==> src/idr_macros.svh <==
`ifndef IDR_MACROS_SVH
`define IDR_MACROS_SVH

// Master and slave side ID widths
`define ID_IN_W     6
`define ID_OUT_W    2

// Slots per direction, at most 2**ID_OUT_W
`define TABLE_DEPTH 4

`define ADDR_W      16
`define DATA_W      32
`define USER_W      1

`endif

==> src/idr_pkg.sv <==
`default_nettype none
`include "idr_macros.svh"

package idr_pkg;

    // Request fields without ID and handshake
    typedef struct packed {
        logic [`ADDR_W-1:0] addr;
        logic [7:0]         len;
        logic [2:0]         size;
        logic [1:0]         burst;
        logic               lock;
        logic [3:0]         cache;
        logic [2:0]         prot;
        logic [3:0]         qos;
        logic [3:0]         region;
        logic [`USER_W-1:0] user;
    } aw_fields_t;

    typedef aw_fields_t ar_fields_t;  // Same layout as AW

    typedef struct packed {
        logic [`DATA_W-1:0]   data;
        logic [`DATA_W/8-1:0] strb;
        logic                 last;
        logic [`USER_W-1:0]   user;
    } w_chan_t;

    typedef struct packed {
        logic [1:0]         resp;
        logic [`USER_W-1:0] user;
    } b_fields_t;

    typedef struct packed {
        logic [`DATA_W-1:0] data;
        logic [1:0]         resp;
        logic               last;
        logic [`USER_W-1:0] user;
    } r_fields_t;

    // addr 0 is the write limit, addr 1 the read limit
    typedef struct packed {
        logic       en;
        logic       addr;
        logic [2:0] data;
    } cfg_wr_t;

    typedef struct packed {
        logic [2:0] wr_count;
        logic [2:0] rd_count;
        logic [2:0] wr_limit;
        logic [2:0] rd_limit;
        logic       stray_b;
        logic       stray_r;
    } idr_status_t;

    typedef struct packed {
        logic [2:0] wr_limit;
        logic [2:0] rd_limit;
    } idr_limits_t;

endpackage

`default_nettype wire

==> src/id_remap_table.sv <==
`default_nettype none
`include "idr_macros.svh"

module id_remap_table (
    input  wire                  clk_i,
    input  wire                  rst_ni,
    input  wire                  alloc_i,
    input  wire  [`ID_IN_W-1:0]  orig_id_i,
    input  wire                  release_i,
    input  wire  [`ID_OUT_W-1:0] rel_id_i,
    output logic                 free_o,
    output logic [`ID_OUT_W-1:0] alloc_id_o,
    output logic                 rel_valid_o,
    output logic [`ID_IN_W-1:0]  rel_orig_id_o,
    output logic [2:0]           count_o
);

    typedef logic [`ID_OUT_W-1:0] slot_t;

    logic [`TABLE_DEPTH-1:0] valid_q;
    logic [`TABLE_DEPTH-1:0] valid_d;
    logic [`ID_IN_W-1:0]     orig_q [`TABLE_DEPTH];
    logic [2:0]              count_q;

    assign free_o = ~&valid_q;

    // Scan down so the lowest free index is left standing
    always_comb begin
        alloc_id_o = '0;
        for (int i = `TABLE_DEPTH - 1; i >= 0; i--) begin
            if (!valid_q[i]) begin
                alloc_id_o = slot_t'(i);
            end
        end
    end

    // Response side lookup
    assign rel_valid_o   = valid_q[rel_id_i];
    assign rel_orig_id_o = orig_q[rel_id_i];

    // Alloc hits a free slot, release a held one, so they never collide
    always_comb begin
        valid_d = valid_q;
        if (alloc_i) begin
            valid_d[alloc_id_o] = 1'b1;
        end
        if (release_i) begin
            valid_d[rel_id_i] = 1'b0;
        end
    end

    always_ff @(posedge clk_i or negedge rst_ni) begin
        if (!rst_ni) begin
            valid_q <= '0;
            count_q <= '0;
        end else begin
            valid_q <= valid_d;
            count_q <= count_q + {2'b00, alloc_i} - {2'b00, release_i};  // Net change
        end
    end

    always_ff @(posedge clk_i) begin
        if (alloc_i) begin
            orig_q[alloc_id_o] <= orig_id_i;  // Original master ID
        end
    end

    assign count_o = count_q;

endmodule

`default_nettype wire

==> src/id_remap_cfg.sv <==
`default_nettype none
`include "idr_macros.svh"

module id_remap_cfg
    import idr_pkg::*;
(
    input  wire          clk_i,
    input  wire          rst_ni,
    input  wire cfg_wr_t cfg_i,
    input  wire  [2:0]   wr_count_i,
    input  wire  [2:0]   rd_count_i,
    input  wire          stray_b_i,
    input  wire          stray_r_i,
    output idr_limits_t  limits_o,
    output idr_status_t  status_o
);

    localparam logic [2:0] max_limit = 3'(`TABLE_DEPTH);

    logic [2:0] wr_limit_q;
    logic [2:0] rd_limit_q;
    logic [2:0] limit_val;
    logic       stray_b_q;
    logic       stray_r_q;

    // Zero or oversize means full table
    assign limit_val = (cfg_i.data == 3'd0 || cfg_i.data > max_limit) ? max_limit
                                                                      : cfg_i.data;

    always_ff @(posedge clk_i or negedge rst_ni) begin
        if (!rst_ni) begin
            wr_limit_q <= max_limit;
            rd_limit_q <= max_limit;
            stray_b_q  <= 1'b0;
            stray_r_q  <= 1'b0;
        end else begin
            if (cfg_i.en && !cfg_i.addr) begin
                wr_limit_q <= limit_val;
            end
            if (cfg_i.en && cfg_i.addr) begin
                rd_limit_q <= limit_val;
            end
            // Sticky until reset
            stray_b_q <= stray_b_q | stray_b_i;
            stray_r_q <= stray_r_q | stray_r_i;
        end
    end

    assign limits_o.wr_limit = wr_limit_q;
    assign limits_o.rd_limit = rd_limit_q;

    assign status_o.wr_count = wr_count_i;  // Already registered in the tables
    assign status_o.rd_count = rd_count_i;
    assign status_o.wr_limit = wr_limit_q;
    assign status_o.rd_limit = rd_limit_q;
    assign status_o.stray_b  = stray_b_q;
    assign status_o.stray_r  = stray_r_q;

endmodule

`default_nettype wire

==> src/axi_id_remap.sv <==
`default_nettype none
`include "idr_macros.svh"

module axi_id_remap
    import idr_pkg::*;
(
    input  wire                     clk_i,
    input  wire                     rst_ni,
    input  wire idr_limits_t        limits_i,
    // Master side
    input  wire aw_fields_t         mst_aw_i,
    input  wire  [`ID_IN_W-1:0]     mst_aw_id_i,
    input  wire                     mst_aw_valid_i,
    output logic                    mst_aw_ready_o,
    input  wire w_chan_t            mst_w_i,
    input  wire                     mst_w_valid_i,
    output logic                    mst_w_ready_o,
    output b_fields_t               mst_b_o,
    output logic [`ID_IN_W-1:0]     mst_b_id_o,
    output logic                    mst_b_valid_o,
    input  wire                     mst_b_ready_i,
    input  wire ar_fields_t         mst_ar_i,
    input  wire  [`ID_IN_W-1:0]     mst_ar_id_i,
    input  wire                     mst_ar_valid_i,
    output logic                    mst_ar_ready_o,
    output r_fields_t               mst_r_o,
    output logic [`ID_IN_W-1:0]     mst_r_id_o,
    output logic                    mst_r_valid_o,
    input  wire                     mst_r_ready_i,
    // Slave side
    output aw_fields_t              slv_aw_o,
    output logic [`ID_OUT_W-1:0]    slv_aw_id_o,
    output logic                    slv_aw_valid_o,
    input  wire                     slv_aw_ready_i,
    output w_chan_t                 slv_w_o,
    output logic                    slv_w_valid_o,
    input  wire                     slv_w_ready_i,
    input  wire b_fields_t          slv_b_i,
    input  wire  [`ID_OUT_W-1:0]    slv_b_id_i,
    input  wire                     slv_b_valid_i,
    output logic                    slv_b_ready_o,
    output ar_fields_t              slv_ar_o,
    output logic [`ID_OUT_W-1:0]    slv_ar_id_o,
    output logic                    slv_ar_valid_o,
    input  wire                     slv_ar_ready_i,
    input  wire r_fields_t          slv_r_i,
    input  wire  [`ID_OUT_W-1:0]    slv_r_id_i,
    input  wire                     slv_r_valid_i,
    output logic                    slv_r_ready_o,
    // Occupancy and stray pulses
    output logic [2:0]              wr_count_o,
    output logic [2:0]              rd_count_o,
    output logic                    stray_b_o,
    output logic                    stray_r_o
);

    logic wr_free, wr_open, wr_hit, wr_alloc, wr_release;
    logic rd_free, rd_open, rd_hit, rd_alloc, rd_release;

    // Payload straight through
    assign slv_aw_o      = mst_aw_i;
    assign slv_ar_o      = mst_ar_i;
    assign slv_w_o       = mst_w_i;
    assign slv_w_valid_o = mst_w_valid_i;
    assign mst_w_ready_o = slv_w_ready_i;
    assign mst_b_o       = slv_b_i;
    assign mst_r_o       = slv_r_i;

    // Address channels stall when full or at the limit
    assign wr_open        = wr_free & (wr_count_o < limits_i.wr_limit);
    assign slv_aw_valid_o = mst_aw_valid_i & wr_open;
    assign mst_aw_ready_o = slv_aw_ready_i & wr_open;
    assign wr_alloc       = mst_aw_valid_i & slv_aw_ready_i & wr_open;

    assign rd_open        = rd_free & (rd_count_o < limits_i.rd_limit);
    assign slv_ar_valid_o = mst_ar_valid_i & rd_open;
    assign mst_ar_ready_o = slv_ar_ready_i & rd_open;
    assign rd_alloc       = mst_ar_valid_i & slv_ar_ready_i & rd_open;

    // Responses for a free slot are held back
    assign mst_b_valid_o = slv_b_valid_i & wr_hit;
    assign slv_b_ready_o = mst_b_ready_i & wr_hit;
    assign wr_release    = slv_b_valid_i & mst_b_ready_i & wr_hit;
    assign stray_b_o     = slv_b_valid_i & ~wr_hit;

    assign mst_r_valid_o = slv_r_valid_i & rd_hit;
    assign slv_r_ready_o = mst_r_ready_i & rd_hit;
    assign rd_release    = slv_r_valid_i & mst_r_ready_i & rd_hit & slv_r_i.last;  // Last beat only
    assign stray_r_o     = slv_r_valid_i & ~rd_hit;

    id_remap_table u_wr_table (
        .clk_i         (clk_i),
        .rst_ni        (rst_ni),
        .alloc_i       (wr_alloc),
        .orig_id_i     (mst_aw_id_i),
        .release_i     (wr_release),
        .rel_id_i      (slv_b_id_i),
        .free_o        (wr_free),
        .alloc_id_o    (slv_aw_id_o),
        .rel_valid_o   (wr_hit),
        .rel_orig_id_o (mst_b_id_o),
        .count_o       (wr_count_o)
    );

    id_remap_table u_rd_table (
        .clk_i         (clk_i),
        .rst_ni        (rst_ni),
        .alloc_i       (rd_alloc),
        .orig_id_i     (mst_ar_id_i),
        .release_i     (rd_release),
        .rel_id_i      (slv_r_id_i),
        .free_o        (rd_free),
        .alloc_id_o    (slv_ar_id_o),
        .rel_valid_o   (rd_hit),
        .rel_orig_id_o (mst_r_id_o),
        .count_o       (rd_count_o)
    );

endmodule

`default_nettype wire

==> src/idr_top.sv <==
`default_nettype none
`include "idr_macros.svh"

module idr_top
    import idr_pkg::*;
(
    input  wire                     clk_i,
    input  wire                     rst_ni,
    // Master side
    input  wire aw_fields_t         mst_aw_i,
    input  wire  [`ID_IN_W-1:0]     mst_aw_id_i,
    input  wire                     mst_aw_valid_i,
    output logic                    mst_aw_ready_o,
    input  wire w_chan_t            mst_w_i,
    input  wire                     mst_w_valid_i,
    output logic                    mst_w_ready_o,
    output b_fields_t               mst_b_o,
    output logic [`ID_IN_W-1:0]     mst_b_id_o,
    output logic                    mst_b_valid_o,
    input  wire                     mst_b_ready_i,
    input  wire ar_fields_t         mst_ar_i,
    input  wire  [`ID_IN_W-1:0]     mst_ar_id_i,
    input  wire                     mst_ar_valid_i,
    output logic                    mst_ar_ready_o,
    output r_fields_t               mst_r_o,
    output logic [`ID_IN_W-1:0]     mst_r_id_o,
    output logic                    mst_r_valid_o,
    input  wire                     mst_r_ready_i,
    // Slave side
    output aw_fields_t              slv_aw_o,
    output logic [`ID_OUT_W-1:0]    slv_aw_id_o,
    output logic                    slv_aw_valid_o,
    input  wire                     slv_aw_ready_i,
    output w_chan_t                 slv_w_o,
    output logic                    slv_w_valid_o,
    input  wire                     slv_w_ready_i,
    input  wire b_fields_t          slv_b_i,
    input  wire  [`ID_OUT_W-1:0]    slv_b_id_i,
    input  wire                     slv_b_valid_i,
    output logic                    slv_b_ready_o,
    output ar_fields_t              slv_ar_o,
    output logic [`ID_OUT_W-1:0]    slv_ar_id_o,
    output logic                    slv_ar_valid_o,
    input  wire                     slv_ar_ready_i,
    input  wire r_fields_t          slv_r_i,
    input  wire  [`ID_OUT_W-1:0]    slv_r_id_i,
    input  wire                     slv_r_valid_i,
    output logic                    slv_r_ready_o,
    // Configuration and status
    input  wire cfg_wr_t            cfg_i,
    output idr_status_t             status_o
);

    idr_limits_t limits;
    logic [2:0]  wr_count;
    logic [2:0]  rd_count;
    logic        stray_b;
    logic        stray_r;

    // Channel ports connect by name
    axi_id_remap u_remap (
        .limits_i   (limits),
        .wr_count_o (wr_count),
        .rd_count_o (rd_count),
        .stray_b_o  (stray_b),
        .stray_r_o  (stray_r),
        .*
    );

    id_remap_cfg u_cfg (
        .clk_i      (clk_i),
        .rst_ni     (rst_ni),
        .cfg_i      (cfg_i),
        .wr_count_i (wr_count),
        .rd_count_i (rd_count),
        .stray_b_i  (stray_b),
        .stray_r_i  (stray_r),
        .limits_o   (limits),
        .status_o   (status_o)
    );

endmodule

`default_nettype wire

==> config.mk <==
export PLATFORM = sky130hd
export DESIGN_NAME = idr_top
export DESIGN_NICKNAME = d
export VERILOG_FILES = /design/src/idr_pkg.sv /design/src/id_remap_table.sv /design/src/id_remap_cfg.sv /design/src/axi_id_remap.sv /design/src/idr_top.sv
export VERILOG_INCLUDE_DIRS = /design/src /design/src/src
export SDC_FILE = /design/constraint.sdc
export NUM_CORES = 1
export LEC_CHECK = 0
export ABC_AREA = 1
export BUFFER_PORTS_ARGS = -buffer_cell sky130_fd_sc_hd__buf_2
export CORE_AREA = 5 5 158 160
export DETAILED_ROUTE_END_ITERATION = 6
export DIE_AREA = 0 0 163 165
export PLACE_DENSITY = 0.51
export SYNTH_ARGS = -nofsm -noshare
export SYNTH_HDL_FRONTEND = slang
export SYNTH_SLANG_ARGS = --single-unit
==> constraint.sdc <==
create_clock -name clk_i -period 2.6 [get_ports clk_i]
set_input_delay 0 -clock clk_i [delete_from_list [all_inputs] [get_ports clk_i]]
set_output_delay 0 -clock clk_i [all_outputs]
set_load 0.005 [all_outputs]
==> flow_metrics.env <==
export IMPL_outcome="finished clean"
export IMPL_min_path_type="in -> out"
export IMPL_timing_final_hold_violations=0
export IMPL_floorplan_initialDensity=0.196
export IMPL_tritoncts_num_sinks=70
export IMPL_final_critical_path_setup_slack_ns=0.235
export IMPL_cell_variety_after_synth=26
export IMPL_postSynthNetCount=706
export IMPL_floorplan_die_height_um=165
export IMPL_setup_violations=0
export IMPL_grt_pass1_vias=2777
export IMPL_worst_ep_arrival_time_ns=2.58
export IMPL_overall_track_demand_over_capacity_in_global_routing=0.134
export IMPL_synth_top_cell_by_area="sky130_fd_sc_hd__edfxtp_1"
export IMPL_dr_first_iter_drc_count=58
export IMPL_ys_dominant_reg_cell="sky130_fd_sc_hd__edfxtp_1"
export IMPL_setup_tns_final_ns=0
export IMPL_yosysMostFrequentCell="sky130_fd_sc_hd__buf_4"
export IMPL_route_detailed_drc=0
export IMPL_avgSynthCellArea_um2=9.21
export IMPL_die_width_um=163
export IMPL_via_count=2724
export IMPL_pre_cts_ws_ns=0.230
export IMPL_required_ns=2.81
export IMPL_place_gp_congestion=0.819
export IMPL_cts_tree="done"
export IMPL_cts_htree_levels=3
export IMPL_finalCoreUtilization=0.195
export IMPL_place_hpwl_mm=17.2
export IMPL_ranking_of_synthesized_cells_by_area="sky130_fd_sc_hd__edfxtp_1 (32%), sky130_fd_sc_hd__buf_4 (29%), sky130_fd_sc_hd__dfrtp_1 (11%), sky130_fd_sc_hd__nand2_1 (5.6%), sky130_fd_sc_hd__inv_1 (4.8%)"
export IMPL_count_of_standard_cell_rows=56
export IMPL_peakVddDrop_mv=0.386
export IMPL_grt_setup_unrepaired="false"
export IMPL_worst_hold_slack_ns=0.00000661
export IMPL_grt_start_max_net_pins=23
export IMPL_syn_area_um2=4550
export IMPL_drive_above_1_share=0.248
export IMPL_netlist_area_leader_share=0.317
export IMPL_most_common_library_cells_after_synthesis="sky130_fd_sc_hd__buf_4 (174), sky130_fd_sc_hd__nand2_1 (68), sky130_fd_sc_hd__inv_1 (58)"
export IMPL_post_drt_via_cell_ratio=3.65
export IMPL_grt_overflow=0
export IMPL_drtAntennaViolNets=0
export IMPL_ys_seq_elements=70
export IMPL_count_of_mapped_cells_out_of_synthesis=494
export IMPL_cts_buffers_inserted=9
export IMPL_achievable_frequency_mhz=423
export IMPL_timing_critical_path_fanout_max=5
export IMPL_final_min_clock_period_ns=2.37
export IMPL_worst_skew_pair_late_latency_ns=0.33
export IMPL_antenna_cells_inserted=0
export IMPL_post_cts_resized=0
export IMPL_share_of_flip_flops_with_an_asynchronous_set_or_reset=0.314
export IMPL_skew_ns=0.00621
export IMPL_criticalPathCategory="reg -> reg"
export IMPL_power_leakage_nw=2.04
export IMPL_flow_area_growth_from_synthesis_pct=-0.275
export IMPL_die_area_um2=26900
export IMPL_synth_edf_count=48
export IMPL_ctsLongestPathBuffers=2
export IMPL_synth_seq_area_share=0.439
export IMPL_max_cap_viol_count=0
export IMPL_port_buffers=70
export IMPL_design_final_nets=635
export IMPL_finalMaxSlewViolations=0
export IMPL_grt_antenna_before_repair=0
export IMPL_relSlewSlack=0.605
export IMPL_worstSetupEndpointType="flop"
export IMPL_routedWlPerCell_um=25.9
export IMPL_floorplan_core_area_um2=23300
export IMPL_min_period_over_period=0.910
export IMPL_setup_worst_path_start_class="flop"
export IMPL_first_pass_grt_wire_length_mm=24.4
export IMPL_timing_worst_slew_pin_value_ns=0.593
export IMPL_cts_root_buf="sky130_fd_sc_hd__clkbuf_16"
export IMPL_io_pins=411
export IMPL_synthesis_warning_total=0
export IMPL_power_per_cell_area_nw_per_um2=882
export IMPL_routed_wl_mm=19.3
export IMPL_report_power_total_mw=4.00
export IMPL_clkTransAtPathRegs_ns=0.06
export IMPL_drt_first_pass_iters=4
## placed cells by master (no fill, tap or decap)
cell,synthesis,layout
sky130_fd_sc_hd__dfstp_2,2,2
sky130_fd_sc_hd__inv_6,0,1
sky130_fd_sc_hd__nand4_1,4,4
sky130_fd_sc_hd__buf_2,1,70
sky130_fd_sc_hd__clkinvlp_4,0,1
sky130_fd_sc_hd__o21ai_0,6,6
sky130_fd_sc_hd__a21oi_1,9,9
sky130_fd_sc_hd__ha_1,8,8
sky130_fd_sc_hd__nor2_1,24,24
sky130_fd_sc_hd__dlygate4sd3_1,0,20
sky130_fd_sc_hd__nand2_1,68,68
sky130_fd_sc_hd__clkbuf_16,0,9
sky130_fd_sc_hd__nor3_1,3,3
sky130_fd_sc_hd__nand3_2,1,1
sky130_fd_sc_hd__clkinv_4,0,2
sky130_fd_sc_hd__clkbuf_1,1,1
sky130_fd_sc_hd__bufinv_16,0,2
sky130_fd_sc_hd__dfrtp_1,20,20
sky130_fd_sc_hd__edfxtp_1,48,48
sky130_fd_sc_hd__o21ai_2,1,1
sky130_fd_sc_hd__nor2_2,2,2
sky130_fd_sc_hd__inv_1,58,58
sky130_fd_sc_hd__buf_4,174,4
sky130_fd_sc_hd__xnor2_1,4,4
sky130_fd_sc_hd__nand2_2,4,4
sky130_fd_sc_hd__o21ai_1,1,1
sky130_fd_sc_hd__fa_1,2,2
sky130_fd_sc_hd__o21bai_1,2,2
sky130_fd_sc_hd__inv_2,4,4
sky130_fd_sc_hd__nor2_4,3,3
sky130_fd_sc_hd__a22oi_1,16,16
sky130_fd_sc_hd__nand3_1,28,28
## critical path, stage by stage, from the launching register on
cell	delay, ns
sky130_fd_sc_hd__dfstp_2	0.54
sky130_fd_sc_hd__inv_1	0.04
sky130_fd_sc_hd__ha_1	0.30
sky130_fd_sc_hd__a21oi_1	0.13
sky130_fd_sc_hd__nand2_1	0.08
sky130_fd_sc_hd__nor2_2	0.17
sky130_fd_sc_hd__nand2_1	0.15
sky130_fd_sc_hd__inv_1	0.07
sky130_fd_sc_hd__nand2_1	0.05
sky130_fd_sc_hd__nand2_1	0.06
sky130_fd_sc_hd__ha_1	0.13
sky130_fd_sc_hd__inv_1	0.04
sky130_fd_sc_hd__fa_1	0.36
sky130_fd_sc_hd__xnor2_1	0.13
## state kept, by name, summed over array words and instances, names as in the netlist, 3 cells and up
signal,cells
u_remap.u_rd_table.valid_q,4
u_remap.u_wr_table.orig_q,24
u_cfg.wr_limit_q,3
u_remap.u_rd_table.orig_q,24
u_remap.u_rd_table.count_o,3
u_cfg.rd_limit_q,3
u_remap.u_wr_table.valid_q,4
u_remap.u_wr_table.count_o,3
## cell families after synthesis
group | share of synthesized area
buffers and inverters | 0.340
DFF | 0.439
adders and majority gates | 0.0308
AOI/OAI and AO/OA | 0.0492
and+or+nand+nor | 0.133
xor gates and xnor gates | 0.00770
## final timing paths
path	start	to	slack (ns)	depth (start not counted)
setup / recovery	u_cfg.rd_limit_q[2]	u_remap.u_rd_table.count_o[2]	0.23	13
hold / removal	mst_w_i[35]	slv_w_o[35]	0.000007	0
setup reg to reg	u_cfg.rd_limit_q[2]	u_remap.u_rd_table.count_o[2]	0.23	13
hold reg to reg	u_cfg.rd_limit_q[2]	u_cfg.rd_limit_q[2]	0.50	2
max in group asynchronous	rst_ni	u_remap.u_wr_table.valid_q[0]	1.99	2
min in group asynchronous	rst_ni	u_remap.u_rd_table.count_o[2]	0.22	2
## through the flow
stage	instance area [µm²]	instances
floorplan	4550	494
global placement	4010	711
detailed placement	4010	711
CTS	4540	747
global route	4540	747
finish	4540	747
## timing repair
item	4_1_cts	5_1_grt
hold buffers	20	0
setup endpoints to repair	0	0
hold endpoints to repair	75	0
buffers inserted	0	0
## cell type report
type | count | area (µm²)
fill | 2596 | 18700
sequential | 70 | 1990
multi-input combinational | 186 | 1010
timing repair buffer | 94 | 581
tap | 319 | 399
inverter | 62 | 233
clock buffer | 10 | 229
clock inverter | 6 | 93.8
## power breakdown
part	switching, mW	internal [mW]	leakage, nW	total, mW
sequential	0.151	1.39	0.680	1.54
combinational	0.667	0.463	1.21	1.13
clock	0.482	0.847	0.153	1.33
total	1.30	2.70	2.04	4.00
## metal layers
metal / track usage / vias up / routed length [µm]
li1: - / 1262 / -
met1: 0.0794 / 1169 / 3880
met2: 0.227 / 287 / 9490
met3: 0.192 / 6 / 5900
met4: 0.0198 / 0 / 64
met5: 0 / - / 0
Power figures use the tool's default switching activity.
